==> src/led_panel_pkg.sv <==
/* panel geometry, scan and serial timing constants, command codes,
   shared structs for pixels, framebuffer writes, scan position and panel pins */
package led_panel_pkg;

    localparam int panel_cols         = 64;
    localparam int panel_rows         = 32;
    localparam int scan_rows          = 16;  // rows driven at once, top and bottom half
    localparam int color_bits         = 4;   // bitplanes per channel
    localparam int fb_addr_bits       = 11;  // row * 64 + column
    localparam int scan_div           = 4;   // clk_root cycles per column half period
    localparam int oe_base_cycles     = 8;   // oe length of plane 0
    localparam int uart_ticks_per_bit = 8;

    localparam int col_bits      = $clog2(panel_cols);
    localparam int row_bits      = $clog2(panel_rows);
    localparam int scan_row_bits = $clog2(scan_rows);
    localparam int plane_bits    = $clog2(color_bits);
    localparam int step_bits     = $clog2(scan_div);
    localparam int uart_tick_bits = $clog2(uart_ticks_per_bit);
    localparam int oe_cnt_bits   = $clog2(oe_base_cycles) + color_bits;  // holds 8 << 3

    localparam logic [7:0] cmd_write_pixel = 8'h57;
    localparam logic [7:0] cmd_brightness  = 8'h42;
    localparam logic [7:0] cmd_rgb_enable  = 8'h45;

    typedef struct packed {
        logic [color_bits-1:0] red;
        logic [color_bits-1:0] green;
        logic [color_bits-1:0] blue;
    } pixel_t;

    typedef struct packed {
        logic                    valid;
        logic [fb_addr_bits-1:0] addr;
        pixel_t                  pixel;
    } fb_write_t;

    typedef struct packed {
        logic [row_bits-1:0]   row;
        logic [col_bits-1:0]   col;
        logic [plane_bits-1:0] plane;
    } scan_pos_t;

    typedef struct packed {
        logic [2:0]            rgb_enable;         // bit 0 red, 1 green, 2 blue
        logic [color_bits-1:0] brightness_enable;  // one bit per plane
    } display_cfg_t;

    typedef struct packed {
        logic [2:0]               rgb_top;
        logic [2:0]               rgb_bottom;
        logic [scan_row_bits-1:0] row_addr;
        logic                     clk_pixel;
        logic                     row_latch;
        logic                     output_enable;
    } hub75_t;

endpackage

==> src/framebuffer_fetch.sv <==
/* top and bottom pixel read per column, bitplane select and enable gating */
`timescale 1ns/1ps

module framebuffer_fetch (
    input  logic                                   clk_root,
    input  logic                                   arst_n,
    input  led_panel_pkg::scan_pos_t               scan_pos,
    input  logic                                   load_start,
    input  led_panel_pkg::display_cfg_t            display_cfg,
    output logic [led_panel_pkg::fb_addr_bits-1:0] rd_addr,
    input  led_panel_pkg::pixel_t                  rd_data,
    output logic [2:0]                             rgb_top,
    output logic [2:0]                             rgb_bottom
);
    import led_panel_pkg::*;

    logic              load_d1;  // top pixel on rd_data, bottom address out
    logic              load_d2;  // bottom pixel on rd_data
    logic [2:0]        top_bits;
    logic [row_bits-1:0] rd_row;

    function automatic logic [2:0] select_plane(
        input pixel_t                px,
        input logic [plane_bits-1:0] plane,
        input display_cfg_t          cfg
    );
        logic [2:0] bits;
        bits = {px.blue[plane], px.green[plane], px.red[plane]};
        return bits & cfg.rgb_enable & {3{cfg.brightness_enable[plane]}};
    endfunction

    assign rd_row  = load_d1 ? scan_pos.row + row_bits'(scan_rows) : scan_pos.row;
    assign rd_addr = {rd_row, scan_pos.col};

    always_ff @(posedge clk_root or negedge arst_n) begin
        if (!arst_n) begin
            load_d1    <= 1'b0;
            load_d2    <= 1'b0;
            rgb_top    <= '0;
            rgb_bottom <= '0;
        end else begin
            load_d1 <= load_start;
            load_d2 <= load_d1;
            if (load_d2) begin
                // both halves change together
                rgb_top    <= top_bits;
                rgb_bottom <= select_plane(rd_data, scan_pos.plane, display_cfg);
            end
        end
    end

    always_ff @(posedge clk_root) begin
        if (load_d1) begin
            top_bits <= select_plane(rd_data, scan_pos.plane, display_cfg);
        end
    end

endmodule

==> config.mk <==
export PLATFORM = sky130hd
export DESIGN_NAME = framebuffer_fetch
export DESIGN_NICKNAME = d
export VERILOG_FILES = /design/src/led_panel_pkg.sv /design/src/framebuffer_fetch.sv
export SDC_FILE = /design/constraint.sdc
export NUM_CORES = 1
export LEC_CHECK = 0
export ABC_AREA = 1
export BUFFER_PORTS_ARGS = -buffer_cell sky130_fd_sc_hd__buf_2
export CAP_MARGIN = 10
export CORE_MARGIN = 5
export CORE_UTILIZATION = 34
export DETAILED_ROUTE_END_ITERATION = 10
export GPL_ROUTABILITY_DRIVEN = 0
export PLACE_DENSITY = 0.73
export SETUP_SLACK_MARGIN = 0.5
export SLEW_MARGIN = 10
export SYNTH_ARGS = -nofsm -noshare
export SYNTH_HDL_FRONTEND = slang
export SYNTH_SLANG_ARGS = --single-unit
==> constraint.sdc <==
create_clock -name clk_root -period 0.8 [get_ports clk_root]
set_input_delay 0.08 -clock clk_root [delete_from_list [all_inputs] [get_ports clk_root]]
set_output_delay 0.08 -clock clk_root [all_outputs]
set_load 0.03 [all_outputs]
==> impl_metrics.py <==
metrics = {
    "outcome": {
        "status": "finished, violations left",
        "violations": "hold timing, setup timing",
    },
    "drt": {
        "wl_per_cell_um": 12.3,
        "totalWireLength_um": 1770,
        "first_pass_iters": 4,
        "routed_via_density": 4.59,
        "vias": 657,
        "drtIter0Drc": 19,
        "ant_nets": 0,
        "drc": 0,
    },
    "die": {
        "ios": 52,
        "start_util_pct": 34.8,
        "coreArea_sq_um": 1920,
        "die-area_sq_um": 2960,
        "die_w_um": 54.4,
        "rows": 16,
        "die_y_um": 54.4,
    },
    "final_layout": {
        "fin_cells": 143,
        "layout-area-overhead-vs-synth_pct": 63.6,
        "antenna_cells": 0,
        "fin_util_pct": 57.0,
        "drive_gt1_share_pct": 73.3,
        "nets": 152,
    },
    "sta": {
        "finalCritPeriodShare_pct": 135,
        "worstMarginPinSlew_ns": 0.181,
        "hold_slack_ns": -0.360,
        "worst_slack_ns": -0.280,
        "rsz0062_at_grt": "true",
        "hold_violations": 9,
        "relSlewSlack_pct": 88.0,
        "setup_violations": 12,
        "slew_violations": 0,
        "skew_ns": 0.00322,
        "min_period_ns": 1.08,
        "clock.fmax_ghz": 0.926,
    },
    "power": {
        "ir_drop_uv": 509,
        "power.total_mw": 1.47,
        "power_density_nw_per_um2": 1350,
        "leakagePower_nw": 0.546,
    },
    "global_routing": {
        "grt_start_max_net_pins": 9,
        "grt_first_pass_wirelength_um": 2710,
        "grt.overflow.total": 0,
        "antenna_found_initial": 0,
        "first_global_vias": 628,
        "track_usage_pct": 13.0,
    },
    "logic_synthesis": {
        "synth_seq_cells": 11,
        "yosysMostFrequentCell": "nand2_1",
        "yosysTopAreaCell": "dfrtp_1",
        "synth_area_sq_um": 669,
        "synth_top_cell_area_share_pct": 29.9,
        "yosysWarningCount": 0,
        "synth_seq_area_share_pct": 43.4,
        "synth_edf_count": 3,
        "syn_inst": 84,
        "synth-async-reset-ratio_pct": 72.7,
        "synth.area.top_cells": "dfrtp_1 (30%), nand2_1 (18%), edfxtp_1 (13%), buf_4 (11%), nor2_1 (5.0%)",
        "synth_cell_types": 15,
        "synth_area_per_cell_sq_um": 7.97,
        "synth.net_count": 119,
        "synth-main-ff-cell": "dfrtp_1",
        "synth_top_cells_by_count": "nand2_1 (32), buf_4 (10), nor2_1 (9), dfrtp_1 (8), inv_1 (5)",
    },
    "clock_tree": {
        "clkLatencyLatePin_ns": 0.27,
        "cts-root-buf": "clkbuf_4",
        "cts_tree": "yes",
        "clk_pin_slew_worst_paths_ns": 0.07,
        "cts.sinks": 11,
        "cts_inserted_buffers": 3,
        "max-clock-path-buffers": 2,
        "h-tree-depth": 1,
    },
    "place": {
        "dp_slack_ns": -0.132,
        "numPortBuffers": 31,
        "dp_cells": 133,
        "dp_hpwl_um": 1210,
    },
    "critical_path": {
        "worstPathRequired_ns": 0.72,
        "worstSetupPathType": "reg -> out",
        "endpoint_kind": "output port",
        "critPathMaxFanout": 2,
        "start_kind": "register",
        "cp.arrival_ns": 1.00,
    },
    "run": {
        "maxCapViolations": 0,
    },
    "hold_path": {
        "hp-class": "in -> async",
    },
}
-- stage by stage --
step	hold slack [ns]	TNS, ns	area [sq um]
global route	-0.351	-1.60	1090
finish	-0.360	-1.33	1090
global placement	-0.0741	-0.603	827
floorplan	-0.216	0	743
detailed placement	-0.0677	-0.768	827
CTS	-0.362	-1.34	1020
-- worst paths after layout --
kind / startpoint / cells after the start / slack (ns) / end
max in group asynchronous: arst_n / 1 / 0.98 / rgb_top[1]
max reg2reg: load_d1 / 2 / -0.13 / top_bits[2]
max: load_d1 / 2 / -0.28 / rd_addr[10]
min reg2reg: top_bits[2] / 2 / 0.45 / rgb_top[2]
min: arst_n / 1 / -0.36 / rgb_bottom[1]
min in group clk_root: load_start / 1 / -0.08 / load_d1
-- layer usage --
layer | vias up | share of wire [%] | wire, um | GRT usage, %
met5 | - | 0 | 0 | 0
met3 | 4 | 6.2 | 109 | 1.09
li1 | 314 | - | - | -
met2 | 35 | 55 | 964 | 24.3
met4 | 0 | 1.5 | 27 | 8.30
met1 | 304 | 38 | 665 | 13.7
-- where the power goes --
part           internal [mW]  switching [mW]
Sequential             0.614          0.0288
Clock                  0.193           0.177
Combinational          0.227           0.234
Total                   1.03           0.439
-- logic make-up after synthesis --
family                    Yosys count  synth area share [%]
and+or+nand+nor                    49                  31.8
buffers and inverters              17                  17.4
DFF                                11                  43.4
AOI/OAI and AO/OA                   6                  6.17
xor gates and xnor gates            1                  1.31
-- sequential cells by signal, indices dropped and copies added (netlist names) --
register,cells
rgb_top,3
load_d1,1
load_d2,1
top_bits,3
rgb_bottom,3
-- area by class of cell --
cell class	count	area (sq um)
Tap cell	27	33.8
Sequential cell	11	300
Timing Repair Buffer	39	328
Multi-Input combinational cell	56	367
Fill cell	175	827
Clock buffer	4	26.3
Inverter	6	40.0
-- worst max-delay path, cell delays in order (launching register included) --
cell and delay (ns):
dfrtp_2 0.44, xor2_4 0.16, buf_6 0.14
-- layout by cell type, fill, tap and decap left out --
cell type and n:
nor2_2 3, inv_4 2, buf_12 2, o21ai_4 1
o21ai_2 4, nor2_1 6, nand2_1 15, clkbuf_1 1
nand3_2 3, inv_12 1, nand2_2 16, nand2_4 4
edfxtp_1 3, o21ai_1 1, xor2_4 1, buf_16 1
buf_6 12, clkbuf_4 3, buf_2 22, inv_1 3
buf_4 2, nand3_1 2, dfrtp_2 8
-- what timing repair did --
action | CTS | global route
endpoints found under the hold margin | 9 | 9
buffers inserted | 3 | 2
resized for setup | 36 | 21
gates cloned | 1 | 0
endpoints found under the setup margin | 20 | 20
pin swaps | 8 | 12
Power figures use the tool's default switching activity.
