$ cat src/led_panel_pkg.sv
/* panel geometry, scan and serial timing constants, command codes,
   shared structs for pixels, framebuffer writes, scan position and panel pins */
package led_panel_pkg;

    localparam int panel_cols         = 64;
    localparam int panel_rows         = 32;
    localparam int scan_rows          = 16;  // rows driven at once, top and bottom half
    localparam int color_bits         = 4;   // bitplanes per channel
    localparam int fb_addr_bits       = 11;  // row * 64 + column
    localparam int scan_div           = 4;   // clk_root cycles per column half period
    localparam int oe_base_cycles     = 8;   // oe length of plane 0
    localparam int uart_ticks_per_bit = 8;

    localparam int col_bits      = $clog2(panel_cols);
    localparam int row_bits      = $clog2(panel_rows);
    localparam int scan_row_bits = $clog2(scan_rows);
    localparam int plane_bits    = $clog2(color_bits);
    localparam int step_bits     = $clog2(scan_div);
    localparam int uart_tick_bits = $clog2(uart_ticks_per_bit);
    localparam int oe_cnt_bits   = $clog2(oe_base_cycles) + color_bits;  // holds 8 << 3

    localparam logic [7:0] cmd_write_pixel = 8'h57;
    localparam logic [7:0] cmd_brightness  = 8'h42;
    localparam logic [7:0] cmd_rgb_enable  = 8'h45;

    typedef struct packed {
        logic [color_bits-1:0] red;
        logic [color_bits-1:0] green;
        logic [color_bits-1:0] blue;
    } pixel_t;

    typedef struct packed {
        logic                    valid;
        logic [fb_addr_bits-1:0] addr;
        pixel_t                  pixel;
    } fb_write_t;

    typedef struct packed {
        logic [row_bits-1:0]   row;
        logic [col_bits-1:0]   col;
        logic [plane_bits-1:0] plane;
    } scan_pos_t;

    typedef struct packed {
        logic [2:0]            rgb_enable;         // bit 0 red, 1 green, 2 blue
        logic [color_bits-1:0] brightness_enable;  // one bit per plane
    } display_cfg_t;

    typedef struct packed {
        logic [2:0]               rgb_top;
        logic [2:0]               rgb_bottom;
        logic [scan_row_bits-1:0] row_addr;
        logic                     clk_pixel;
        logic                     row_latch;
        logic                     output_enable;
    } hub75_t;

endpackage

$ cat src/uart_rx.sv
/* 8N1 serial byte receiver with two-flop input synchronizer,
   mid-bit sampling and framing check */
`timescale 1ns/1ps

module uart_rx (
    input  logic       clk_root,
    input  logic       arst_n,
    input  logic       rx_line,
    output logic [7:0] rx_byte,
    output logic       byte_strobe
);
    import led_panel_pkg::*;

    typedef enum logic [1:0] {st_idle, st_start, st_data, st_stop} rx_state_t;

    rx_state_t                 state;
    logic [1:0]                sync_q;
    logic [uart_tick_bits-1:0] tick_cnt;
    logic [2:0]                bit_cnt;
    logic [7:0]                shift_q;
    logic                      rx_in;
    logic                      bit_end;
    logic                      half_bit;

    assign rx_in    = sync_q[1];
    assign bit_end  = tick_cnt == uart_tick_bits'(uart_ticks_per_bit - 1);
    assign half_bit = tick_cnt == uart_tick_bits'(uart_ticks_per_bit / 2 - 1);

    always_ff @(posedge clk_root or negedge arst_n) begin
        if (!arst_n) begin
            sync_q      <= 2'b11;  // idle line is high
            state       <= st_idle;
            tick_cnt    <= '0;
            bit_cnt     <= '0;
            byte_strobe <= 1'b0;
        end else begin
            sync_q      <= {sync_q[0], rx_line};
            byte_strobe <= 1'b0;
            tick_cnt    <= tick_cnt + 1'b1;
            case (state)
                st_idle: begin
                    tick_cnt <= '0;
                    if (!rx_in) begin
                        state <= st_start;
                    end
                end
                st_start: begin
                    if (half_bit) begin
                        // glitch shorter than half a bit goes back to idle
                        state    <= rx_in ? st_idle : st_data;
                        tick_cnt <= '0;
                        bit_cnt  <= '0;
                    end
                end
                st_data: begin
                    if (bit_end) begin
                        bit_cnt <= bit_cnt + 1'b1;
                        if (bit_cnt == 3'd7) begin
                            state <= st_stop;
                        end
                    end
                end
                st_stop: begin
                    if (bit_end) begin
                        byte_strobe <= rx_in;  // stop bit low means framing error
                        state       <= st_idle;
                    end
                end
                default: state <= st_idle;
            endcase
        end
    end

    always_ff @(posedge clk_root) begin
        if (state == st_data && bit_end) begin
            shift_q <= {rx_in, shift_q[7:1]};  // lsb first
        end
        if (state == st_stop && bit_end && rx_in) begin
            rx_byte <= shift_q;
        end
    end

endmodule

$ cat config.mk
export PLATFORM = sky130hd
export DESIGN_NAME = uart_rx
export DESIGN_NICKNAME = d
export VERILOG_FILES = /design/src/led_panel_pkg.sv /design/src/uart_rx.sv
export SDC_FILE = /design/constraint.sdc
export NUM_CORES = 1
export LEC_CHECK = 0
export ABC_AREA = 1
export CAP_MARGIN = 0
export CORE_MARGIN = 3
export CORE_UTILIZATION = 55
export DETAILED_ROUTE_END_ITERATION = 16
export DONT_BUFFER_PORTS = 1
export PLACE_DENSITY_LB_ADDON = 0.08
export SETUP_SLACK_MARGIN = 0.2
export SYNTH_ARGS = -nofsm -noshare
export SYNTH_HDL_FRONTEND = slang
export SYNTH_SLANG_ARGS = --single-unit
$ cat constraint.sdc
create_clock -name clk_root -period 4 [get_ports clk_root]
set_input_delay 0 -clock clk_root [delete_from_list [all_inputs] [get_ports clk_root]]
set_output_delay 0 -clock clk_root [all_outputs]
set_load 0.01 [all_outputs]
==> results.sh, run 1 <==
export IMPL_rsz0062_at_grt="false"
export IMPL_synth_compound_area_share_pct=2.72
export IMPL_endpoint_kind="flop"
export IMPL_cts_sinks=27
export IMPL_grt_pass1_vias=567
export IMPL_yosys_area_share_simple_pct=11.0
export IMPL_setup_violations=0
export IMPL_port_buffer_count=0
export IMPL_fin_setup_tns_ns=0
export IMPL_cts_tree="yes"
export IMPL_worst_slack_ns=2.08
export IMPL_syn_nets=85
export IMPL_yosysTopAreaCell="edfxtp_1"
export IMPL_die_y_um=48.9
export IMPL_cp_max_fo=8
export IMPL_num_vias=533
export IMPL_synth_seq_cells=27
export IMPL_avgSynthCellArea_um2=13.3
export IMPL_hold_class="in2async"
export IMPL_slew_violations=0
export IMPL_syn_cell_area_um2=1010
export IMPL_crit_path_start_kind="flop"
export IMPL_synth_top_family_by_area="simple AND/OR/NAND/NOR gates"
export IMPL_cts_resized=0
export IMPL_fmax_mhz=520
export IMPL_grtUsageTotal_pct=12.5
export IMPL_die_w_um=48.9
export IMPL_ir_drop_mv=0.284
export IMPL_vias_per_cell=5.03
export IMPL_r2r_start="tick_cnt[0]"
export IMPL_antenna_cells=0
export IMPL_post_dp_hpwl_um=980
export IMPL_cp_cell_sequence="ha_1 > ha_1 > nand2_1 > nor3_1"
export IMPL_nets=92
export IMPL_cts_buffer_depth=2
export IMPL_synthXorXnorAreaFrac_pct=0
export IMPL_wl_per_cell_um=11.8
export IMPL_worst_pin_slew_ns=0.932
export IMPL_min_period_ns=1.92
export IMPL_clk_pin_slew_ns=0.14
export IMPL_synthCells=76
export IMPL_cts_buffers=3
export IMPL_dp_slack_ns=2.06
export IMPL_layout_commonest_cell="nand2_1"
export IMPL_globalplace_congestion=0.722
export IMPL_slowest_delay_ns=0.72
export IMPL_start_util_pct=62.9
export IMPL_period_share_pct=48.1
export IMPL_drv_cap=0
export IMPL_final_antenna_net_count=0
export IMPL_worstPathArrival_ns=1.87
export IMPL_slew_headroom_pct=37.4
export IMPL_die_area_um2=2390
export IMPL_first_pass_iters=4
export IMPL_wl_mm=1.25
export IMPL_rows=14
export IMPL_grt_pass1_wl_mm=2.28
export IMPL_leakage_uw=0.000470
export IMPL_status="finished clean"
export IMPL_grt_max_degree=17
export IMPL_antenna_found_initial=0
export IMPL_powerDensity_nw_per_um2=497
export IMPL_drt_initial_drc_count=3
export IMPL_stdcell_area_um2=1090
export IMPL_slowest_stage="nor3_1"
export IMPL_worst_setup_path_type="reg2reg"
export IMPL_fin_util_pct=67.9
export IMPL_synth_area_top_cells="edfxtp_1 (47%), dfrtp_1 (22%), ha_1 (7.4%)"
export IMPL_yosysUniqueCellTypes=14
export IMPL_dpl_cell_area_um2=1040
export IMPL_clockRootBuffer="clkbuf_4"
export IMPL_most_common_layout_cells="nand2_1 (18), edfxtp_1 (16), inv_1 (10)"
export IMPL_synth_mux_area_share_pct=0
export IMPL_finalHoldViolCount=0
export IMPL_grt_remaining_overflow=0
export IMPL_synth_top_cell_area_share_pct=47.4
export IMPL_clk_latency_ns=0.31
export IMPL_area_growth_pct=7.90
export IMPL_critPathRequiredTime_ns=3.95
export IMPL_htreeDepth=1
export IMPL_layout_drive_gt1_share_pct=8.54
export IMPL_drc=0
export IMPL_yosysSeqAreaShare_pct=74.8
export IMPL_yosys_warnings=0
export IMPL_core_um2=1610
export IMPL_setup_worst_path_start="tick_cnt[0]"
export IMPL_ios=12
export IMPL_cp_top_family="simple AND/OR/NAND/NOR gates"
export IMPL_cpMostUsedCell="ha_1"
export IMPL_cp_num_buf_inv=0
export IMPL_fin_worst_skew_ns=0.00285
export IMPL_synth_adder_area_share_pct=7.41
synthesized netlist by cell type (all sizes together):
cell and number:
nand2 18, edfxtp 16, inv 11, dfrtp 9, ha 6, nand3 6
o21ai 3, dfstp 2, nor3 2, a21boi 1, a21oi 1, nor2 1
state kept, by name, summed over array words and instances, names as in the netlist, named ones only:
signal,cells
bit_cnt,3
byte_strobe,1
rx_byte,8
shift_q,8
state,1
sync_q,2
tick_cnt,3
what timing repair did:
item	CTS	global route
buffers inserted	0	0
hold endpoints to repair	12	0
hold buffers	2	0
per-layer routing:
metal  part of all wire (%)  track usage (%)
met2                     49             21.0
met3                    2.4             2.75
met4                      0             4.27
met5                      0                0
met1                     48             15.8
where the power goes:
part	internal (µW)	switching, µW
clock	38.0	73.9
combinational	35.5	63.6
sequential	314	18.0
total	387	156
through the flow:
step | cells | total power (µW) | hold slack (ns)
5_1_grt | 106 | 590 | 0.0800
2_1_floorplan | 76 | 415 | -0.296
4_1_cts | 106 | 550 | 0.0807
3_5_place_dp | 100 | 436 | -0.295
6_report | 106 | 543 | 0.0636
3_3_place_gp | 100 | 432 | -0.295
final cells by class:
type                    count  area (µm²)
inverters                  11        41.3
repair buffers              2        20.0
flip-flops and latches     27         758
multi-input cells          38         214
clock inverters             1        7.51
well taps                  24        30.0
clock buffers               3        22.5
fillers                   124         518
kinds of logic (layout without fill, tap and decap cells):
family | after synthesis | in the layout
buffers and inverters | 11 | 17
AND/OR/NAND/NOR | 27 | 27
flip-flops | 27 | 27
adder cells (fa/ha/maj) | 6 | 6
AO/OA/AOI/OAI | 5 | 5
path summary, 6_finish.rpt:
check	endpoint	cells past startpoint	slack, ns
worst max-delay path	rx_byte[0]	4	2.08
worst min-delay path	bit_cnt[2]	1	0.06
worst max register to register	rx_byte[0]	4	2.08
worst min register to register	sync_q[1]	0	0.37
max in group asynchronous	sync_q[1]	1	3.59
min in group clk_root	sync_q[0]	1	0.21
Note: power is estimated with default switching activity, not from simulation.
==> run 2, diff against run 1 <==
==> constraint.sdc (replaced) <==
create_clock -name clk_root -period 1.9 [get_ports clk_root]
set_input_delay 0 -clock clk_root [delete_from_list [all_inputs] [get_ports clk_root]]
set_output_delay 0 -clock clk_root [all_outputs]
set_load 0.01 [all_outputs]
==> run 2 against run 1 <==
- combinational power rose by 110%
- sequential power rose by 110%
- clock-buffer cell count did not move
- utilization rose by 0.62 points
- routed wire length rose by 2.5%
- global-route usage fell by 0.17 points
- power rose by 110%
- via count fell by 2.6%
- critical path depth did not move
- register-to-register slack got worse by 1.6 ns
- flip-flop and latch count did not move
- sequential share of layout area fell by 0.63 points
- critical path type unchanged
- largest power group unchanged
- highest routed layer is now met4
==> results.sh, run 2 (same netlist as run 1, synthesis figures left out) <==
export IMPL_fin_worst_skew_ns=0.00324
export IMPL_setup_violations=0
export IMPL_first_pass_iters=3
export IMPL_grtUsageTotal_pct=12.3
export IMPL_ir_drop_mv=0.593
export IMPL_worstPathArrival_ns=1.42
export IMPL_reg_top3="rx_byte x8, shift_q x8"
export IMPL_grt_remaining_overflow=0
export IMPL_endpoint_kind="flop"
export IMPL_worst_setup_path_type="reg2reg"
export IMPL_die_w_um=48.9
export IMPL_globalplace_congestion=0.842
export IMPL_status="finished clean"
export IMPL_grt_pass1_wl_mm=2.13
export IMPL_antenna_cells=0
export IMPL_dp_slack_ns=0.460
export IMPL_min_period_ns=1.42
export IMPL_wl_per_cell_um=12.0
export IMPL_core_um2=1610
export IMPL_layout_commonest_cell="nand2_1"
export IMPL_num_vias=519
export IMPL_cts_buffers=3
export IMPL_ios=12
export IMPL_most_common_layout_cells="nand2_1 (18), edfxtp_1 (16), inv_1 (10)"
export IMPL_antenna_found_initial=0
export IMPL_post_cts_buffers=0
export IMPL_wl_mm=1.28
export IMPL_drt_initial_drc_count=9
export IMPL_cts_sinks=27
export IMPL_vias_per_cell=4.85
export IMPL_leakage_uw=0.000480
export IMPL_post_dp_hpwl_um=962
export IMPL_worst_slack_ns=0.476
export IMPL_clk_latency_ns=0.32
export IMPL_die_y_um=48.9
export IMPL_fmax_mhz=702
export IMPL_slew_violations=0
export IMPL_start_util_pct=62.9
export IMPL_clockRootBuffer="clkbuf_4"
export IMPL_drc=0
export IMPL_finalHoldViolCount=0
export IMPL_port_buffer_count=0
export IMPL_hold_class="in2async"
export IMPL_drv_cap=0
export IMPL_cts_tree="yes"
export IMPL_rows=14
export IMPL_area_growth_pct=8.89
export IMPL_worst_pin_slew_ns=0.493
export IMPL_nets=93
export IMPL_clk_pin_slew_ns=0.13
export IMPL_period_share_pct=75.0
export IMPL_slew_headroom_pct=67.0
export IMPL_powerDensity_nw_per_um2=1030
export IMPL_grt_pass1_vias=451
export IMPL_rsz0062_at_grt="false"
export IMPL_crit_path_start_kind="flop"
export IMPL_htreeDepth=1
export IMPL_final_antenna_net_count=0
export IMPL_cts_buffer_depth=2
export IMPL_grt_max_degree=16
export IMPL_cp_max_fo=10
export IMPL_critPathRequiredTime_ns=1.90
export IMPL_die_area_um2=2390
export IMPL_fin_setup_tns_ns=0
export IMPL_layout_drive_gt1_share_pct=10.8
run 2: changes by cell type in the layout (fill, tap and decap cells not counted), sizes merged:
cell / change
buf: +1
clkinv: +1
clkinvlp: -1
run 2: final cells by class:
type	count	area, µm²
sequential	27	758
fill	129	508
multi-input combinational	38	219
inverter	11	41.3
tap	24	30.0
timing repair buffer	3	27.5
clock buffer	3	22.5
clock inverter	1	5.00
run 2: metrics by stage:
| step | total power, µW | util (%) | hold WS (ns) | instance area [µm²] | cells |
|---|---|---|---|---|---|
| 2_1_floorplan | 875 | - | -0.296 | 1020 | 76 |
| 3_3_place_gp | 909 | 65.5 | -0.295 | 1060 | 101 |
| 3_5_place_dp | 917 | 65.5 | -0.295 | 1060 | 101 |
| 4_1_cts | 1160 | 68.5 | 0.0649 | 1100 | 107 |
| 5_1_grt | 1220 | 68.5 | 0.0485 | 1100 | 107 |
| 6_report | 1140 | 68.5 | 0.0649 | 1100 | 107 |
run 2: layer usage:
| layer | GRT usage (%) | vias up | wire (µm) |
|---|---|---|---|
| li1 | - | 267 | - |
| met1 | 15.3 | 238 | 657 |
| met2 | 19.0 | 11 | 548 |
| met3 | 5.50 | 3 | 51 |
| met4 | 4.27 | 0 | 21 |
| met5 | 0 | - | 0 |
run 2: worst max-delay path: stages (launching register included):
cell and delay, ns:
dfrtp_1 0.37, ha_1 0.19, ha_1 0.17, nand2_1 0.08, inv_1 0.29
run 2: where the power goes:
group          total [µW]  internal [µW]  switching (µW)  leakage [µW]
combinational         210           75.3             135      0.000176
clock                 229           78.9             150     0.0000177
sequential            700            661            39.3      0.000286
total                1140            815             325      0.000480
run 2: repair_timing:
| item | 4_1_cts | 5_1_grt |
|---|---|---|
| resized for setup | 0 | 0 |
| endpoints found under the hold margin | 12 | 0 |
| hold buffers | 2 | 0 |
| endpoints found under the setup margin | 0 | 0 |
run 2: worst paths after layout:
kind | from | to | slack [ns] | cells past startpoint
worst min-delay path | arst_n | tick_cnt[0] | 0.06 | 1
worst min register to register | sync_q[0] | sync_q[1] | 0.37 | 0
worst max register to register | tick_cnt[0] | shift_q[1] | 0.48 | 4
worst max-delay path | tick_cnt[0] | shift_q[1] | 0.48 | 4
min in group clk_root | rx_line | sync_q[0] | 0.21 | 1
max in group asynchronous | arst_n | sync_q[1] | 1.48 | 1
