### config.mk
export PLATFORM = sky130hd
export DESIGN_NAME = command_decoder
export DESIGN_NICKNAME = d
export VERILOG_FILES = /design/src/led_panel_pkg.sv /design/src/command_decoder.sv
export SDC_FILE = /design/constraint.sdc
export NUM_CORES = 1
export LEC_CHECK = 0
export ABC_CLOCK_PERIOD_IN_PS = 4000
export BUFFER_PORTS_ARGS = -buffer_cell sky130_fd_sc_hd__buf_2
export CAP_MARGIN = 20
export CORE_UTILIZATION = 56
export DETAILED_ROUTE_END_ITERATION = 7
export PLACE_DENSITY_LB_ADDON = 0.12
export SYNTH_ARGS = -nofsm -noshare
export SYNTH_HDL_FRONTEND = slang
export SYNTH_SLANG_ARGS = --single-unit
### constraint.sdc
create_clock -name clk_root -period 4 [get_ports clk_root]
set_input_delay 0.8 -clock clk_root [delete_from_list [all_inputs] [get_ports clk_root]]
set_output_delay 0.8 -clock clk_root [all_outputs]
set_load 0.02 [all_outputs]
### src/led_panel_pkg.sv
/* panel geometry, scan and serial timing constants, command codes,
   shared structs for pixels, framebuffer writes, scan position and panel pins */
package led_panel_pkg;

    localparam int panel_cols         = 64;
    localparam int panel_rows         = 32;
    localparam int scan_rows          = 16;  // rows driven at once, top and bottom half
    localparam int color_bits         = 4;   // bitplanes per channel
    localparam int fb_addr_bits       = 11;  // row * 64 + column
    localparam int scan_div           = 4;   // clk_root cycles per column half period
    localparam int oe_base_cycles     = 8;   // oe length of plane 0
    localparam int uart_ticks_per_bit = 8;

    localparam int col_bits      = $clog2(panel_cols);
    localparam int row_bits      = $clog2(panel_rows);
    localparam int scan_row_bits = $clog2(scan_rows);
    localparam int plane_bits    = $clog2(color_bits);
    localparam int step_bits     = $clog2(scan_div);
    localparam int uart_tick_bits = $clog2(uart_ticks_per_bit);
    localparam int oe_cnt_bits   = $clog2(oe_base_cycles) + color_bits;  // holds 8 << 3

    localparam logic [7:0] cmd_write_pixel = 8'h57;
    localparam logic [7:0] cmd_brightness  = 8'h42;
    localparam logic [7:0] cmd_rgb_enable  = 8'h45;

    typedef struct packed {
        logic [color_bits-1:0] red;
        logic [color_bits-1:0] green;
        logic [color_bits-1:0] blue;
    } pixel_t;

    typedef struct packed {
        logic                    valid;
        logic [fb_addr_bits-1:0] addr;
        pixel_t                  pixel;
    } fb_write_t;

    typedef struct packed {
        logic [row_bits-1:0]   row;
        logic [col_bits-1:0]   col;
        logic [plane_bits-1:0] plane;
    } scan_pos_t;

    typedef struct packed {
        logic [2:0]            rgb_enable;         // bit 0 red, 1 green, 2 blue
        logic [color_bits-1:0] brightness_enable;  // one bit per plane
    } display_cfg_t;

    typedef struct packed {
        logic [2:0]               rgb_top;
        logic [2:0]               rgb_bottom;
        logic [scan_row_bits-1:0] row_addr;
        logic                     clk_pixel;
        logic                     row_latch;
        logic                     output_enable;
    } hub75_t;

endpackage

### src/command_decoder.sv
/* command byte parser for pixel writes, brightness and colour enables */
`timescale 1ns/1ps

module command_decoder (
    input  logic                        clk_root,
    input  logic                        arst_n,
    input  logic [7:0]                  rx_byte,
    input  logic                        byte_strobe,
    output led_panel_pkg::fb_write_t    fb_write,
    output led_panel_pkg::display_cfg_t display_cfg
);
    import led_panel_pkg::*;

    typedef enum logic [2:0] {
        st_opcode,
        st_row,
        st_col,
        st_red,
        st_green_blue,
        st_bright,
        st_rgb
    } dec_state_t;

    dec_state_t              state;
    logic [row_bits-1:0]     row_q;
    logic [col_bits-1:0]     col_q;
    logic [color_bits-1:0]   red_q;
    logic                    wr_valid;
    logic [fb_addr_bits-1:0] wr_addr;
    pixel_t                  wr_pixel;

    assign fb_write = '{valid: wr_valid, addr: wr_addr, pixel: wr_pixel};

    // control path, byte count and settings
    always_ff @(posedge clk_root or negedge arst_n) begin
        if (!arst_n) begin
            state       <= st_opcode;
            wr_valid    <= 1'b0;
            display_cfg <= '{rgb_enable: 3'b111, brightness_enable: '1};
        end else begin
            wr_valid <= 1'b0;
            if (byte_strobe) begin
                case (state)
                    st_opcode: begin
                        case (rx_byte)
                            cmd_write_pixel: state <= st_row;
                            cmd_brightness:  state <= st_bright;
                            cmd_rgb_enable:  state <= st_rgb;
                            default:         state <= st_opcode;  // unknown, skip
                        endcase
                    end
                    st_row:        state <= st_col;
                    st_col:        state <= st_red;
                    st_red:        state <= st_green_blue;
                    st_green_blue: begin
                        wr_valid <= 1'b1;
                        state    <= st_opcode;
                    end
                    st_bright: begin
                        display_cfg.brightness_enable <= rx_byte[color_bits-1:0];
                        state <= st_opcode;
                    end
                    st_rgb: begin
                        display_cfg.rgb_enable <= rx_byte[2:0];
                        state <= st_opcode;
                    end
                    default: state <= st_opcode;
                endcase
            end
        end
    end

    // operand capture
    always_ff @(posedge clk_root) begin
        if (byte_strobe) begin
            case (state)
                st_row: row_q <= rx_byte[row_bits-1:0];
                st_col: col_q <= rx_byte[col_bits-1:0];
                st_red: red_q <= rx_byte[3:0];
                st_green_blue: begin
                    wr_addr  <= {row_q, col_q};  // row * 64 + col
                    wr_pixel <= '{red: red_q, green: rx_byte[7:4], blue: rx_byte[3:0]};
                end
                default: ;
            endcase
        end
    end

endmodule

==> flow_metrics.py, run 1 <==
metrics = {
    "status": {
        "status": "completed",
    },
    "yosys": {
        "synth_edf_count": 38,
        "async_flop_share_pct": 22.4,
        "synth_top_area_share_pct": 64.5,
        "synth.distinct_cells": 27,
        "synth_area_leaders": "edfxtp_1, dfstp_2, dfrtp_1, mux2_2, and4bb_2",
        "ys_seq_area_share_pct": 80.6,
        "syn_nets": 98,
        "synth_area_leader_cell": "edfxtp_1",
        "synth_ff_type": "edfxtp_1",
        "synth_warnings": 0,
        "syn_inst": 87,
        "netlist_area_um2": 1770,
        "syn_area_per_cell_um2": 20.3,
        "ys_ff_latch": 49,
    },
    "grt": {
        "antenna_found_initial": 0,
        "grt.total_usage_pct": 17.3,
        "overflow": 0,
        "grt_pass1_vias": 846,
        "grt_pass1_wl_mm": 4.01,
        "grt_max_degree": 25,
    },
    "power_and_ir_drop": {
        "pwr_density_cell_nw_per_um2": 448,
        "p_leak_nw": 0.813,
        "ir_worst_vdd_mv": 0.244,
        "power_mw": 0.917,
    },
    "critical_path": {
        "path_buf_inv": 1,
        "worst-path-max-fanout": 2,
        "critPathRequiredTime_ps": 3200,
        "cpLargestDelayFamily": "flip-flops",
        "crit_path_start_kind": "flip-flop",
        "slowest_delay_ps": 550,
        "criticalPathCategory": "flip-flop to output port",
        "crit_path_end_kind": "output port",
        "crit_path_cell_trace": "buf_2",
        "cp.arrival_ps": 1060,
        "slowest_stage": "dfstp_2",
    },
    "sta": {
        "finClkSkew_ps": 14.0,
        "final-setup-viol-count": 0,
        "hold_violations": 0,
        "slew_viol_final": 0,
        "slew_headroom_pct": 40.7,
        "fin_ws_ps": 2140,
        "finalCritPeriodShare_pct": 46.5,
        "period_minus_slack_ps": 1860,
        "whs_ps": 276,
        "tightest_slew_ps": 883,
        "rsz0062_at_grt": "false",
        "fmax_mhz": 538,
        "finalSetupTns_ps": 0,
    },
    "floorplanning": {
        "coreArea_um2": 3030,
        "initial_utilization_pct": 58.4,
        "dieArea_um2": 3390,
        "die_w_um": 58.2,
        "io_pins": 42,
        "die_height_um": 58.2,
        "num_rows": 20,
    },
    "placement": {
        "pre_cts_slack_ps": 1830,
        "placed_cells": 167,
        "io_buffers": 41,
        "dp.final_hpwl_mm": 1.70,
        "gp_congestion": 0.817,
    },
    "cts": {
        "cts_tree": "done",
        "clockBufferDepth": 2,
        "cts-resized-gates": 0,
        "cts_buffers": 5,
        "root_buffer": "clkbuf_4",
        "clock-sinks": 49,
        "cts-htree-levels": 2,
        "hold_buffers": 0,
        "clkLatencyLatePin_ps": 360,
        "post_cts_buffers": 0,
        "clk_pin_slew_ps": 140,
    },
    "finish": {
        "antenna_cells": 0,
        "fin_cells": 175,
        "nets": 141,
        "drive_above_1_share_pct": 50.4,
        "areaGrowthSynthToFinish_pct": 15.6,
    },
    "route": {
        "drtIter0Drc": 23,
        "viasPerCell": 5.15,
        "wl_per_cell_um": 14.8,
        "drt-total-wl_mm": 2.60,
        "drt_first_pass_iters": 4,
        "vias": 901,
        "drtAntennaViolNets": 0,
        "drc": 0,
    },
    "job": {
        "maxCapViolCount": 0,
    },
    "hold_path": {
        "min_path_type": "input pin to async pin",
    },
}
-- area by class of cell --
type	instances	area [um^2]
fill	208	982
tap	44	55.1
clock buffer	6	41.3
multi-input combinational	33	304
clock inverter	2	15.0
timing repair buffer	41	205
sequential	49	1430
-- path summary, 6_finish.rpt --
kind / start / to / slack, ps / cells past startpoint
setup / recovery: display_cfg[2] / display_cfg[2] / 2140 / 1
hold / removal: arst_n / state[0] / 280 / 1
setup reg to reg: state[1] / col_q[0] / 2280 / 2
hold reg to reg: col_q[4] / wr_addr[4] / 430 / 0
max in group asynchronous: arst_n / display_cfg[1] / 3450 / 1
min in group clk_root: col_q[4] / wr_addr[4] / 430 / 0
-- synth_stat cells, types with 2 or more instances --
cell type,count
a21oi_1,2
edfxtp_1,38
dfrtp_1,4
nor3_1,2
nor3b_1,2
nor4bb_1,2
and4bb_2,2
nand3b_1,2
o2111ai_1,2
mux2_2,7
dfstp_2,7
buf_6,2
-- through the flow --
| step | util (%) | area (um^2) |
|---|---|---|
| finish | 67.6 | 2050 |
| global route | 67.6 | 2050 |
| CTS | 67.6 | 2050 |
| detailed placement | 65.7 | 1990 |
| global placement | 65.7 | 1990 |
| floorplan | - | 1770 |
-- where the power goes --
group          switching [mW]  total, mW  internal [mW]
combinational          0.0490     0.0846         0.0356
sequential             0.0289      0.613          0.584
clock                   0.150      0.219         0.0689
total                   0.228      0.917          0.689
-- cells in the final DEF, fill, tap and decap left out --
cell type   netlist  routed
nor4_4            1       1
a21oi_1           2       2
dfstp_2           7       7
nor3_1            2       2
buf_2             1      41
nand2b_1          1       1
o2111ai_1         2       2
clkinvlp_4        0       2
nor3b_1           2       2
dfrtp_1           4       4
mux2_2            7       7
mux2i_1           1       1
nand4b_1          1       1
nand4b_4          1       1
nor4bb_1          2       2
nor2b_1           1       1
and4bb_2          2       2
nand2_1           1       1
or2b_1            1       1
nor2_1            1       1
nand4_1           1       1
nand3b_1          2       2
clkbuf_4          0       5
nor4b_1           1       1
clkbuf_1          0       1
edfxtp_1         38      38
and3_1            1       1
-- per-layer routing --
| layer | share of wire (%) | vias up | GRT usage, % |
|---|---|---|---|
| met1 | 44 | 442 | 20.2 |
| li1 | - | 427 | - |
| met3 | 4.6 | 5 | 6.03 |
| met5 | 0 | - | 0 |
| met4 | 2.0 | 0 | 8.16 |
| met2 | 50 | 27 | 28.6 |
-- state kept, by name (all words and copies together) (netlist names) --
register / flops
fb_write: 12
wr_valid: 1
wr_addr: 11
state: 3
row_q: 5
red_q: 4
display_cfg: 7
col_q: 6
-- logic make-up (layout without fill, tap and decap cells) --
family,count (synthesis),in the layout,synth area share [%]
AO/OA/AOI/OAI,4,4,1.56
AND/OR/NAND/NOR,21,21,10.6
flip-flops,49,49,80.6
buffers and inverters,5,49,2.26
multiplexers,8,8,5.02
Power figures use the tool's default switching activity.
==> run 2, diff against run 1 <==
ABC_CLOCK_PERIOD_IN_PS = 1830   (was 4000)
CORE_UTILIZATION = 52   (was 56)
clock period = 1.83 ns   (was 4 ns; I/O delays follow)
==> flow_metrics.py, run 2 (synthesized netlist as in run 1, its figures left out) <==
metrics = {
    "power_and_ir_drop": {
        "p_switching_mw": 0.481,
        "pwr_density_cell_nw_per_um2": 1010,
        "power.internal_mw": 1.64,
        "sequentialPowerShare_pct": 62.8,
        "clockPowerShare_pct": 28.2,
        "switching_share_pct": 22.6,
        "p_comb_share_pct": 8.9,
        "power_mw": 2.13,
        "ir_worst_vdd_mv": 0.492,
        "p_leak_nw": 0.848,
    },
    "sta": {
        "slew_viol_final": 0,
        "final-setup-viol-count": 0,
        "fin_ws_ps": 348,
        "finClkSkew_ps": 7.72,
        "whs_ps": 208,
        "fmax_mhz": 675,
        "period_minus_slack_ps": 1480,
        "tightest_slew_ps": 418,
        "rsz0062_at_grt": "false",
        "hold_violations": 0,
        "finalSetupTns_ps": 0,
        "slew_headroom_pct": 71.8,
        "finalCritPeriodShare_pct": 81.0,
    },
    "cts": {
        "hold_buffers": 1,
        "root_buffer": "clkbuf_4",
        "cts_buffers": 5,
        "clkLatencyLatePin_ps": 360,
        "clock-sinks": 49,
        "cts-htree-levels": 2,
        "post_cts_buffers": 0,
        "cts-resized-gates": 0,
        "clk_pin_slew_ps": 130,
        "cts_tree": "done",
        "clockBufferDepth": 2,
    },
    "finish": {
        "final_common_cell": "buf_2",
        "largest_reg_flops": 12,
        "fill_cells": 229,
        "multi_input_area_um2": 304,
        "fin_cells": 179,
        "drive_above_1_share_pct": 51.1,
        "regArea_um2": 1430,
        "final_cell_area_um2": 2100,
        "nets": 145,
        "layout_common_cells": "buf_2, edfxtp_1, mux2_2, dfstp_2, clkbuf_4",
        "areaGrowthSynthToFinish_pct": 18.7,
        "utilization_pct": 67.2,
        "antenna_cells": 0,
    },
    "placement": {
        "dp.final_hpwl_mm": 1.62,
        "placed_area_um2": 2010,
        "gp_congestion": 0.856,
        "pre_cts_slack_ps": 374,
        "io_buffers": 41,
        "placed_cells": 170,
    },
    "floorplanning": {
        "initial_utilization_pct": 56.6,
        "die_height_um": 60.3,
        "num_rows": 20,
        "coreArea_um2": 3130,
        "io_pins": 42,
        "die_w_um": 60.3,
        "dieArea_um2": 3640,
    },
    "critical_path": {
        "r2r-start": "state[2]",
        "cp.arrival_ps": 1530,
        "startpoint": "state[2]",
        "criticalPathCategory": "flip-flop to flip-flop",
        "worst-path-max-fanout": 24,
        "crit_path_start_kind": "flip-flop",
        "r2r_end": "wr_addr[9]",
        "critPathRequiredTime_ps": 1870,
        "slowest_delay_ps": 600,
        "crit_path_end_kind": "flip-flop",
        "r2r_slack_ps": 350,
        "slowest_stage": "dfrtp_1",
        "crit_path_cell_trace": "and4bb_2 -> buf_4",
        "reg2regPathDepth": 2,
    },
    "route": {
        "viasPerCell": 4.96,
        "drtIter0Drc": 19,
        "wl_per_cell_um": 13.3,
        "drc": 0,
        "vias": 887,
        "drt-total-wl_mm": 2.38,
        "drtAntennaViolNets": 0,
        "drt_first_pass_iters": 4,
    },
    "grt": {
        "grt_pass1_wl_mm": 3.86,
        "grt_max_degree": 25,
        "overflow": 0,
        "top_usage_layer": "met2",
        "grt.total_usage_pct": 15.9,
        "grtUsageMet2_pct": 25.0,
        "grt_pass1_vias": 806,
        "gr-usage-met3_pct": 5.97,
        "antenna_found_initial": 0,
        "met1_usage_pct": 18.4,
    },
    "job": {
        "maxCapViolCount": 0,
    },
    "hold_path": {
        "hold_end": "fb_write[7]",
        "min_path_type": "input pin to flip-flop",
        "whs_path_depth": 1,
        "hold_start": "rx_byte[7]",
    },
    "status": {
        "status": "completed",
    },
}
run 2: worst max path at each step:
| stage | end | slack, ps | depth (start not counted) |
|---|---|---|---|
| 2_1_floorplan | col_q[0] | 330 | 3 |
| 3_3_place_gp | wr_addr[6] | 410 | 2 |
| 3_5_place_dp | wr_addr[4] | 370 | 2 |
| 4_1_cts | wr_addr[9] | 350 | 2 |
| 5_1_grt | wr_addr[8] | 280 | 2 |
| 6_report | wr_addr[9] | 350 | 2 |
run 2: metal layers:
layer,part of all wire (%),vias up
met5,0,-
met4,2.6,0
li1,-,431
met2,51,30
met3,5.3,7
met1,41,419
run 2: layout make-up:
class	instances	share of cell area, %
Timing Repair Buffer	45	11.3
Tap cell	44	2.62
Clock buffer	5	1.79
Clock inverter	3	1.97
Multi-Input combinational cell	33	14.5
Sequential cell	49	67.8
run 2: power by group through the flow:
stage	logic [mW]	registers (mW)	clock network (mW)
2_1_floorplan	0.158	1.34	0
3_3_place_gp	0.190	1.35	0
3_5_place_dp	0.191	1.36	0
4_1_cts	0.193	1.33	0.621
5_1_grt	0.210	1.35	0.653
6_report	0.190	1.34	0.600
run 2: worst max-delay path: cells and delay by family (launching register included):
| kind | cells | cell delay (ps) |
|---|---|---|
| buf+inv | 1 | 290 |
| simple gates | 1 | 270 |
| flops | 1 | 600 |
