<file path="config.mk">
export PLATFORM = sky130hd
export DESIGN_NAME = matrix_scan
export DESIGN_NICKNAME = d
export VERILOG_FILES = /design/src/led_panel_pkg.sv /design/src/matrix_scan.sv
export SDC_FILE = /design/constraint.sdc
export NUM_CORES = 1
export LEC_CHECK = 0
export BUFFER_PORTS_ARGS = -buffer_cell sky130_fd_sc_hd__buf_2
export CAP_MARGIN = 15
export CORE_MARGIN = 4
export CORE_UTILIZATION = 47
export CTS_CLUSTER_SIZE = 25
export DETAILED_ROUTE_END_ITERATION = 12
export MAX_ROUTING_LAYER = met4
export PLACE_DENSITY = 0.74
export SLEW_MARGIN = 5
export SYNTH_ARGS = -nofsm -noshare
export SYNTH_HDL_FRONTEND = slang
export SYNTH_SLANG_ARGS = --single-unit
</file>
<file path="constraint.sdc">
create_clock -name clk_root -period 2 [get_ports clk_root]
set_input_delay 0.4 -clock clk_root [delete_from_list [all_inputs] [get_ports clk_root]]
set_output_delay 0.4 -clock clk_root [all_outputs]
set_load 0.05 [all_outputs]
</file>
<file path="src/led_panel_pkg.sv">
/* panel geometry, scan and serial timing constants, command codes,
   shared structs for pixels, framebuffer writes, scan position and panel pins */
package led_panel_pkg;

    localparam int panel_cols         = 64;
    localparam int panel_rows         = 32;
    localparam int scan_rows          = 16;  // rows driven at once, top and bottom half
    localparam int color_bits         = 4;   // bitplanes per channel
    localparam int fb_addr_bits       = 11;  // row * 64 + column
    localparam int scan_div           = 4;   // clk_root cycles per column half period
    localparam int oe_base_cycles     = 8;   // oe length of plane 0
    localparam int uart_ticks_per_bit = 8;

    localparam int col_bits      = $clog2(panel_cols);
    localparam int row_bits      = $clog2(panel_rows);
    localparam int scan_row_bits = $clog2(scan_rows);
    localparam int plane_bits    = $clog2(color_bits);
    localparam int step_bits     = $clog2(scan_div);
    localparam int uart_tick_bits = $clog2(uart_ticks_per_bit);
    localparam int oe_cnt_bits   = $clog2(oe_base_cycles) + color_bits;  // holds 8 << 3

    localparam logic [7:0] cmd_write_pixel = 8'h57;
    localparam logic [7:0] cmd_brightness  = 8'h42;
    localparam logic [7:0] cmd_rgb_enable  = 8'h45;

    typedef struct packed {
        logic [color_bits-1:0] red;
        logic [color_bits-1:0] green;
        logic [color_bits-1:0] blue;
    } pixel_t;

    typedef struct packed {
        logic                    valid;
        logic [fb_addr_bits-1:0] addr;
        pixel_t                  pixel;
    } fb_write_t;

    typedef struct packed {
        logic [row_bits-1:0]   row;
        logic [col_bits-1:0]   col;
        logic [plane_bits-1:0] plane;
    } scan_pos_t;

    typedef struct packed {
        logic [2:0]            rgb_enable;         // bit 0 red, 1 green, 2 blue
        logic [color_bits-1:0] brightness_enable;  // one bit per plane
    } display_cfg_t;

    typedef struct packed {
        logic [2:0]               rgb_top;
        logic [2:0]               rgb_bottom;
        logic [scan_row_bits-1:0] row_addr;
        logic                     clk_pixel;
        logic                     row_latch;
        logic                     output_enable;
    } hub75_t;

endpackage

</file>
<file path="src/matrix_scan.sv">
/* column, plane and row sequencer for the panel,
   pixel clock, row latch and binary weighted output enable */
`timescale 1ns/1ps

module matrix_scan (
    input  logic                      clk_root,
    input  logic                      arst_n,
    output led_panel_pkg::scan_pos_t  scan_pos,
    output logic                      load_start,
    input  logic [2:0]                rgb_top,
    input  logic [2:0]                rgb_bottom,
    output led_panel_pkg::hub75_t     panel
);
    import led_panel_pkg::*;

    typedef enum logic [1:0] {ph_shift, ph_wait, ph_latch} phase_t;

    phase_t                   phase;
    logic [step_bits-1:0]     step_cnt;
    logic                     half;     // second half of column, pixel clock high
    logic [col_bits-1:0]      col_q;
    logic [plane_bits-1:0]    plane_q;
    logic [scan_row_bits-1:0] row_q;
    logic [scan_row_bits-1:0] row_addr_q;
    logic [oe_cnt_bits-1:0]   oe_cnt;
    logic                     step_end;

    assign step_end   = step_cnt == step_bits'(scan_div - 1);
    assign load_start = phase == ph_shift && !half && step_cnt == '0;
    assign scan_pos   = '{row: row_bits'(row_q), col: col_q, plane: plane_q};

    assign panel = '{
        rgb_top:       rgb_top,
        rgb_bottom:    rgb_bottom,
        row_addr:      row_addr_q,
        clk_pixel:     phase == ph_shift && half,
        row_latch:     phase == ph_latch,
        output_enable: oe_cnt != '0
    };

    always_ff @(posedge clk_root or negedge arst_n) begin
        if (!arst_n) begin
            phase      <= ph_shift;
            step_cnt   <= '0;
            half       <= 1'b0;
            col_q      <= '0;
            plane_q    <= '0;
            row_q      <= '0;
            row_addr_q <= '0;
            oe_cnt     <= '0;
        end else begin
            if (oe_cnt != '0) begin
                oe_cnt <= oe_cnt - 1'b1;
            end
            case (phase)
                ph_shift: begin
                    step_cnt <= step_end ? '0 : step_cnt + 1'b1;
                    if (step_end) begin
                        half <= ~half;
                        if (half) begin
                            col_q <= col_q + 1'b1;  // wraps to 0 after last column
                            if (col_q == col_bits'(panel_cols - 1)) begin
                                phase <= ph_wait;
                            end
                        end
                    end
                end
                ph_wait: begin
                    // previous line still lit, hold off the latch
                    if (oe_cnt == '0) begin
                        phase      <= ph_latch;
                        row_addr_q <= row_q;
                    end
                end
                ph_latch: begin
                    step_cnt <= step_end ? '0 : step_cnt + 1'b1;
                    if (step_end) begin
                        phase   <= ph_shift;
                        oe_cnt  <= oe_cnt_bits'(oe_base_cycles) << plane_q;
                        plane_q <= plane_q + 1'b1;
                        if (plane_q == plane_bits'(color_bits - 1)) begin
                            row_q <= row_q + 1'b1;  // wraps after row 15
                        end
                    end
                end
                default: phase <= ph_shift;
            endcase
        end
    end

endmodule

</file>
==> impl_metrics.yaml, run 1 <==
run_status:
  status: "complete, but fails checks"
  violations: "negative setup slack"
clock_tree:
  cts_sinks: 28
  cts_buffer_depth: 2
  holdBufCountCts: 0
  cts-root-buf: "clkbuf_4"
  htree_levels: 1
  cts_tree: "built"
  worstSkewPairLatency_ps: 340
  numCtsBuffers: 3
  clkSlewWorstSetupHoldPaths_ps: 150
synth:
  synth_edf_count: 0
  synth_seq_area_share_pct: 47.7
  syn_inst: 135
  yosys_most_used_dff: "dfrtp_1"
  synth_top_area_share_pct: 47.7
  synthesis.area_sq_mm: 0.00147
  synth_area_leaders: "dfrtp_1 (48%), ha_1 (8.5%), xnor2_1 (6.0%), mux2_4 (4.1%), buf_4 (3.6%)"
  ys_ff_latch: 28
  synth.avg_cell_area_sq_um: 10.9
  synth.distinct_cells: 35
  yosys_warnings: 0
  synth_nets: 153
  async_reset_ff_share_pct: 100
  synth_top_cell_by_area: "dfrtp_1"
setup_path:
  reg2reg_slack_ps: -20
  crit_cells: 3
  crit_fanout: 3
  startpoint_type: "register"
  crit_chain: "or4_4, or2_4, buf_6"
  worstPathRequired_ps: 1600
  path_class: "register to output pin"
  r2r_start: "oe_cnt[2]"
  crit_end: "panel[0]"
  cpMaxStageDelayCell: "or4_4"
  crit_buf_inv: 1
  end_kind: "output pin"
  reg2reg_depth: 4
  cp-startpoint: "oe_cnt[2]"
  r2r_end: "row_addr_q[0]"
  arrival_ps: 1700
  crit_family: "simple AND/OR/NAND/NOR gates"
  slowest_delay_ps: 540
sta:
  fmax_ghz: 0.476
  setup_violations: 5
  tightest_slew_ps: 620
  skew_ps: 7.49
  fin_crit_ps: 2100
  hold_viol: 0
  maxSlewHeadroom_pct: 58.7
  timing.final.crit_share_pct: 105
  slew_violations: 0
  grt_setup_unrepaired: "true"
  fin_ws_ps: -100
flow_run:
  cap_viol_max_count: 0
pwr:
  finalPower_uw: 864
  leakage_uw: 0.000861
  ir_worst_vdd_mv: 0.283
  pwr_density_cell_mw_per_mm2: 521
floorplan:
  initial_core_util_pct: 48.5
  dieArea_sq_mm: 0.00408
  core-area_sq_mm: 0.00303
  fp-row-count: 20
  dieWidth_microns: 63.9
  fp.dieH_microns: 63.9
  pin_count: 35
layout:
  regArea_sq_um: 701
  syn2layout_area_growth_pct: 12.9
  finalInstanceArea_sq_mm: 0.00166
  diodes: 0
  fin_nets: 173
  fillers: 278
  final_layout_size_suffix_gt1_share_pct: 28.6
  multi_input_area_sq_um: 668
global_routing:
  grt_max_degree: 29
  overflow: 0
  grt_pass1_wl_mm: 4.56
  first_global_vias: 1059
  grt_antenna_before_repair: 0
  grtUsageTotal_pct: 14.5
placed_design:
  port_buffers: 21
  gp_congestion: 0.945
  place_area_sq_mm: 0.00159
  place_hpwl_mm: 1.84
detailed_routing:
  vias: 1023
  ant_nets: 0
  drt_first_iter_violations: 72
  wl_per_cell_microns: 13.2
  drc: 0
  dr.pass1.iters: 4
  wl_mm: 2.61
  vias_per_cell: 5.17
min_path:
  worstHoldPathType: "input port to async pin"
-- worst min-delay path by stage --
stage / slack, ps / endpoint / cells past startpoint / start
finish: 50 / plane_q[1] / 1 / arst_n
global route: 90 / plane_q[1] / 1 / arst_n
CTS: 80 / plane_q[1] / 1 / arst_n
detailed placement: 460 / plane_q[1] / 1 / arst_n
global placement: 440 / plane_q[0] / 1 / arst_n
floorplan: 100 / col_q[0] / 0 / arst_n
-- cells by family (layout without fill, tap and decap cells) --
logic type,Yosys count,in the layout,synth area share (%)
and+or+nand+nor,41,41,16.3
DFF,28,28,47.7
buffers and inverters,22,41,8.01
AOI/OAI and AO/OA,13,13,5.11
xor gates and xnor gates,13,13,7.75
adders and majority gates,10,10,8.52
muxes,7,7,6.39
other,1,1,0.255
-- power by group --
| group | total [uW] | internal, uW | leakage (uW) | switching [uW] |
|---|---|---|---|---|
| Combinational | 15.3 | 0.700 | 0.000463 | 14.6 |
| Sequential | 566 | 566 | 0.000377 | 0 |
| Clock | 283 | 112 | 0.0000210 | 171 |
| Total | 864 | 679 | 0.000861 | 185 |
-- routing by layer --
metal  global-route usage (%)  vias up  part of all wire (%)
met1                     17.2      498                    45
met5                        -        -                     0
met2                     23.2       32                    48
li1                         -      486                     -
met4                     5.39        0                   1.6
met3                     4.22        7                   5.3
-- synth_stat cells, types with 2 or more instances --
| cell | n |
|---|---|
| buf_4 | 7 |
| xor2_1 | 3 |
| nand3_1 | 4 |
| nor3_1 | 6 |
| o21ai_0 | 8 |
| mux2_4 | 4 |
| nand4_1 | 2 |
| mux2_2 | 3 |
| or3_1 | 2 |
| inv_1 | 9 |
| or4_1 | 2 |
| xnor2_1 | 10 |
| nand2_1 | 7 |
| nor3b_1 | 2 |
| and3_1 | 3 |
| nand2b_1 | 2 |
| ha_1 | 10 |
| dfrtp_1 | 28 |
| clkbuf_1 | 4 |
| nor2_1 | 4 |
-- layout make-up --
| class | instances | area share (%) |
|---|---|---|
| clock buffers | 4 | 2.19 |
| inverters | 9 | 2.04 |
| multi-input cells | 85 | 40.3 |
| flip-flops and latches | 28 | 42.3 |
| well taps | 44 | 3.32 |
| repair buffers | 28 | 9.89 |
-- worst register-to-register path: stages (launching register included) --
cell and delay, ps:
dfrtp_1 410, or4_4 540, buf_4 160, or4_4 480, mux2_4 320
-- metrics by stage --
step	utilization [%]	hold WS (ps)	setup TNS, ps	setup WS (ps)	std cells
final	54.8	49.8	-150	-100	198
after detailed placement	52.6	462	0	67.0	192
after global routing	54.8	87.1	-343	-157	198
after floorplan	-	104	0	14.7	135
after CTS	54.8	77.3	-136	-101	198
after global placement	52.6	442	0	89.5	192
-- what timing repair did --
item	in CTS	in global routing
setup buffers	2	0
setup endpoints to repair	1	5
resized for setup	4	0
pin swaps	1	0
-- layout by cell type, fill, tap and decap left out, drive strengths merged --
cell,n
and3,3
and4,1
conb,1
or3,2
ha,10
buf,28
and3b,1
o21ai,8
nand3b,1
a311oi,1
nor4b,1
or4,3
a31oi,1
xnor2,10
a211oi,1
clkbuf,4
inv,9
nor3,6
o21a,1
dfrtp,28
mux2,7
nand2,7
a21oi,1
nor4bb,1
nand3,4
or2,1
nand2b,2
nor3b,2
nor2,4
nand4,2
xor2,3
-- state kept, by name, summed over array words and instances (netlist names) --
| register | count |
|---|---|
| col_q | 6 |
| half | 1 |
| oe_cnt | 7 |
| phase | 2 |
| plane_q | 2 |
| row_addr_q | 4 |
| row_q | 4 |
| step_cnt | 2 |
No activity file was read; power rests on OpenSTA's default activity.
==> run 2: changes to the inputs <==
--- a/config.mk
+++ b/config.mk
@@ -7,10 +7,11 @@
 export LEC_CHECK = 0
 export BUFFER_PORTS_ARGS = -buffer_cell sky130_fd_sc_hd__buf_2
 export CAP_MARGIN = 15
-export CORE_MARGIN = 4
+export CORE_MARGIN = 2
 export CORE_UTILIZATION = 47
 export CTS_CLUSTER_SIZE = 25
 export DETAILED_ROUTE_END_ITERATION = 12
+export HOLD_SLACK_MARGIN = 0.1
 export MAX_ROUTING_LAYER = met4
 export PLACE_DENSITY = 0.74
 export SLEW_MARGIN = 5
==> run 2 against run 1 <==
- the flow still finishes with violations (negative setup slack)
- sequential power about the same
- clock skew down 5.0 ps
- combinational power up 8%
- sequential cell count unchanged
- via count up 0.39%
- utilization up 0.25 points
- maximum frequency up 0.82%
- power down 7.0%
- final area down 0.38%
- critical path type unchanged
- largest cell class unchanged
- highest routed layer unchanged
==> impl_metrics.yaml, run 2 (synthesis gave the netlist of run 1 again) <==
setup_path:
  arrival_ps: 1680
  r2r_start: "oe_cnt[2]"
  crit_fanout: 2
  startpoint_type: "register"
  cpMaxStageDelayCell: "or4_4"
  worstPathRequired_ps: 1600
  cp-startpoint: "oe_cnt[2]"
  crit_chain: "or4_4, or2_4, buf_8"
  end_kind: "output pin"
  slowest_delay_ps: 550
  path_class: "register to output pin"
clock_tree:
  cts_tree: "built"
  cts-root-buf: "clkbuf_4"
  htree_levels: 1
  worstSkewPairLatency_ps: 320
  cts_buffer_depth: 2
  cts_sinks: 28
  clkSlewWorstSetupHoldPaths_ps: 130
  numCtsBuffers: 3
global_routing:
  first_global_vias: 1009
  grt_max_degree: 29
  overflow: 0
  grt_pass1_wl_mm: 4.57
  grtUsageTotal_pct: 17.4
  grt_antenna_before_repair: 0
run_status:
  status: "complete, but fails checks"
  violations: "negative setup slack"
floorplan:
  fp.dieH_microns: 59.9
  initial_core_util_pct: 48.9
  pin_count: 35
  dieArea_sq_mm: 0.00359
  dieWidth_microns: 59.9
  fp-row-count: 20
  core-area_sq_mm: 0.00300
layout:
  largest_reg_flops: 7
  diodes: 0
  layout_common_cells: "dfrtp_1 (28), buf_2 (20), xnor2_1 (10), ha_1 (10), inv_1 (9)"
  finalInstanceArea_sq_mm: 0.00165
  regMostFlops: "oe_cnt"
  fillers: 263
  final_layout_size_suffix_gt1_share_pct: 28.4
  syn2layout_area_growth_pct: 12.4
  final_util_pct: 55.0
  largestRegisters: "oe_cnt (7), col_q (6)"
  final_common_cell: "dfrtp_1"
  fin_nets: 175
placed_design:
  place_hpwl_mm: 1.97
  post-place-ws_ps: 56.5
  place_area_sq_mm: 0.00158
  gp_congestion: 0.819
  port_buffers: 21
detailed_routing:
  vias_per_cell: 5.46
  wl_met2_mm: 1.38
  top_layer_used: "met4"
  drt-met1-wl_mm: 1.16
  vias: 1027
  drc: 0
  wl_mm: 2.71
  dr.pass1.iters: 4
  route.met3.wl_microns: 149
  drt_first_iter_violations: 41
  ant_nets: 0
  wl_per_cell_microns: 14.4
min_path:
  worstHoldPathType: "register to register"
  hold_path_startpoint: "col_q[5]"
pwr:
  finalPower_uw: 804
  leakage_uw: 0.000865
  ir_worst_vdd_mv: 0.482
  pwr_density_cell_mw_per_mm2: 487
sta:
  hold_slack_ps: 504
  fin_ws_ps: -83.2
  slew_violations: 0
  tightest_slew_ps: 614
  fmax_ghz: 0.480
  skew_ps: 2.50
  fin_crit_ps: 2080
  setup_violations: 5
  hold_viol: 0
  grt_setup_unrepaired: "true"
  maxSlewHeadroom_pct: 59.1
  timing.final.crit_share_pct: 104
flow_run:
  cap_viol_max_count: 0
==> run 2: changes by cell type in the layout (fill, tap and decap cells not counted) <==
cell           previous run  this run
buf_4                     7         8
buf_6                     1         0
buf_8                     0         1
clkbuf_8                  1         0
dlygate4sd3_1             0         1
==> run 2: worst paths after layout <==
path / slack, ps / cells after the start / to
max in group asynchronous: 1000 / 2 / oe_cnt[1]
hold reg to reg: 500 / 1 / col_q[5]
setup / recovery: -80 / 3 / panel[0]
setup reg to reg: -10 / 4 / row_addr_q[3]
hold / removal: 500 / 1 / col_q[5]
min in group asynchronous: 610 / 2 / oe_cnt[3]
==> run 2: timing repair <==
action,CTS,global route
setup buffers,3,0
hold buffers,1,0
pin swaps,1,0
endpoints found under the setup margin,1,5
hold endpoints to repair,28,0
resized for setup,5,0
==> run 2: layout make-up <==
type | instances | area (sq um) | share of cell area, %
sequential | 28 | 701 | 42.4
clock buffer | 3 | 22.5 | 1.36
timing repair buffer | 30 | 185 | 11.2
inverter | 9 | 33.8 | 2.05
multi-input combinational | 85 | 668 | 40.5
tap | 33 | 41.3 | 2.50
==> run 2: metal layers <==
layer / GRT usage [%] / vias to the layer above
li1: - / 493
met1: 19.5 / 495
met2: 30.9 / 35
met3: 4.98 / 4
met4: 3.49 / 0
met5: - / -
==> run 2: critical path, delay by kind of cell, from the launching register on <==
family | cells | cell delay, ps
buffers and inverters | 1 | 150
flip-flops | 1 | 410
AND/OR/NAND/NOR | 2 | 800
==> run 2: power breakdown <==
part           switching (uW)  total, uW  internal (uW)  leakage (uW)
Combinational            14.7       16.6           1.96      0.000474
Clock                     150        221           70.6     0.0000138
Sequential                  0        566            566      0.000377
==> run 2: metrics by stage <==
step | setup TNS, ps | std cells
3_5_place_dp | 0 | 181
6_report | -121 | 188
5_1_grt | -307 | 188
2_1_floorplan | 0 | 135
3_3_place_gp | 0 | 181
4_1_cts | -106 | 188
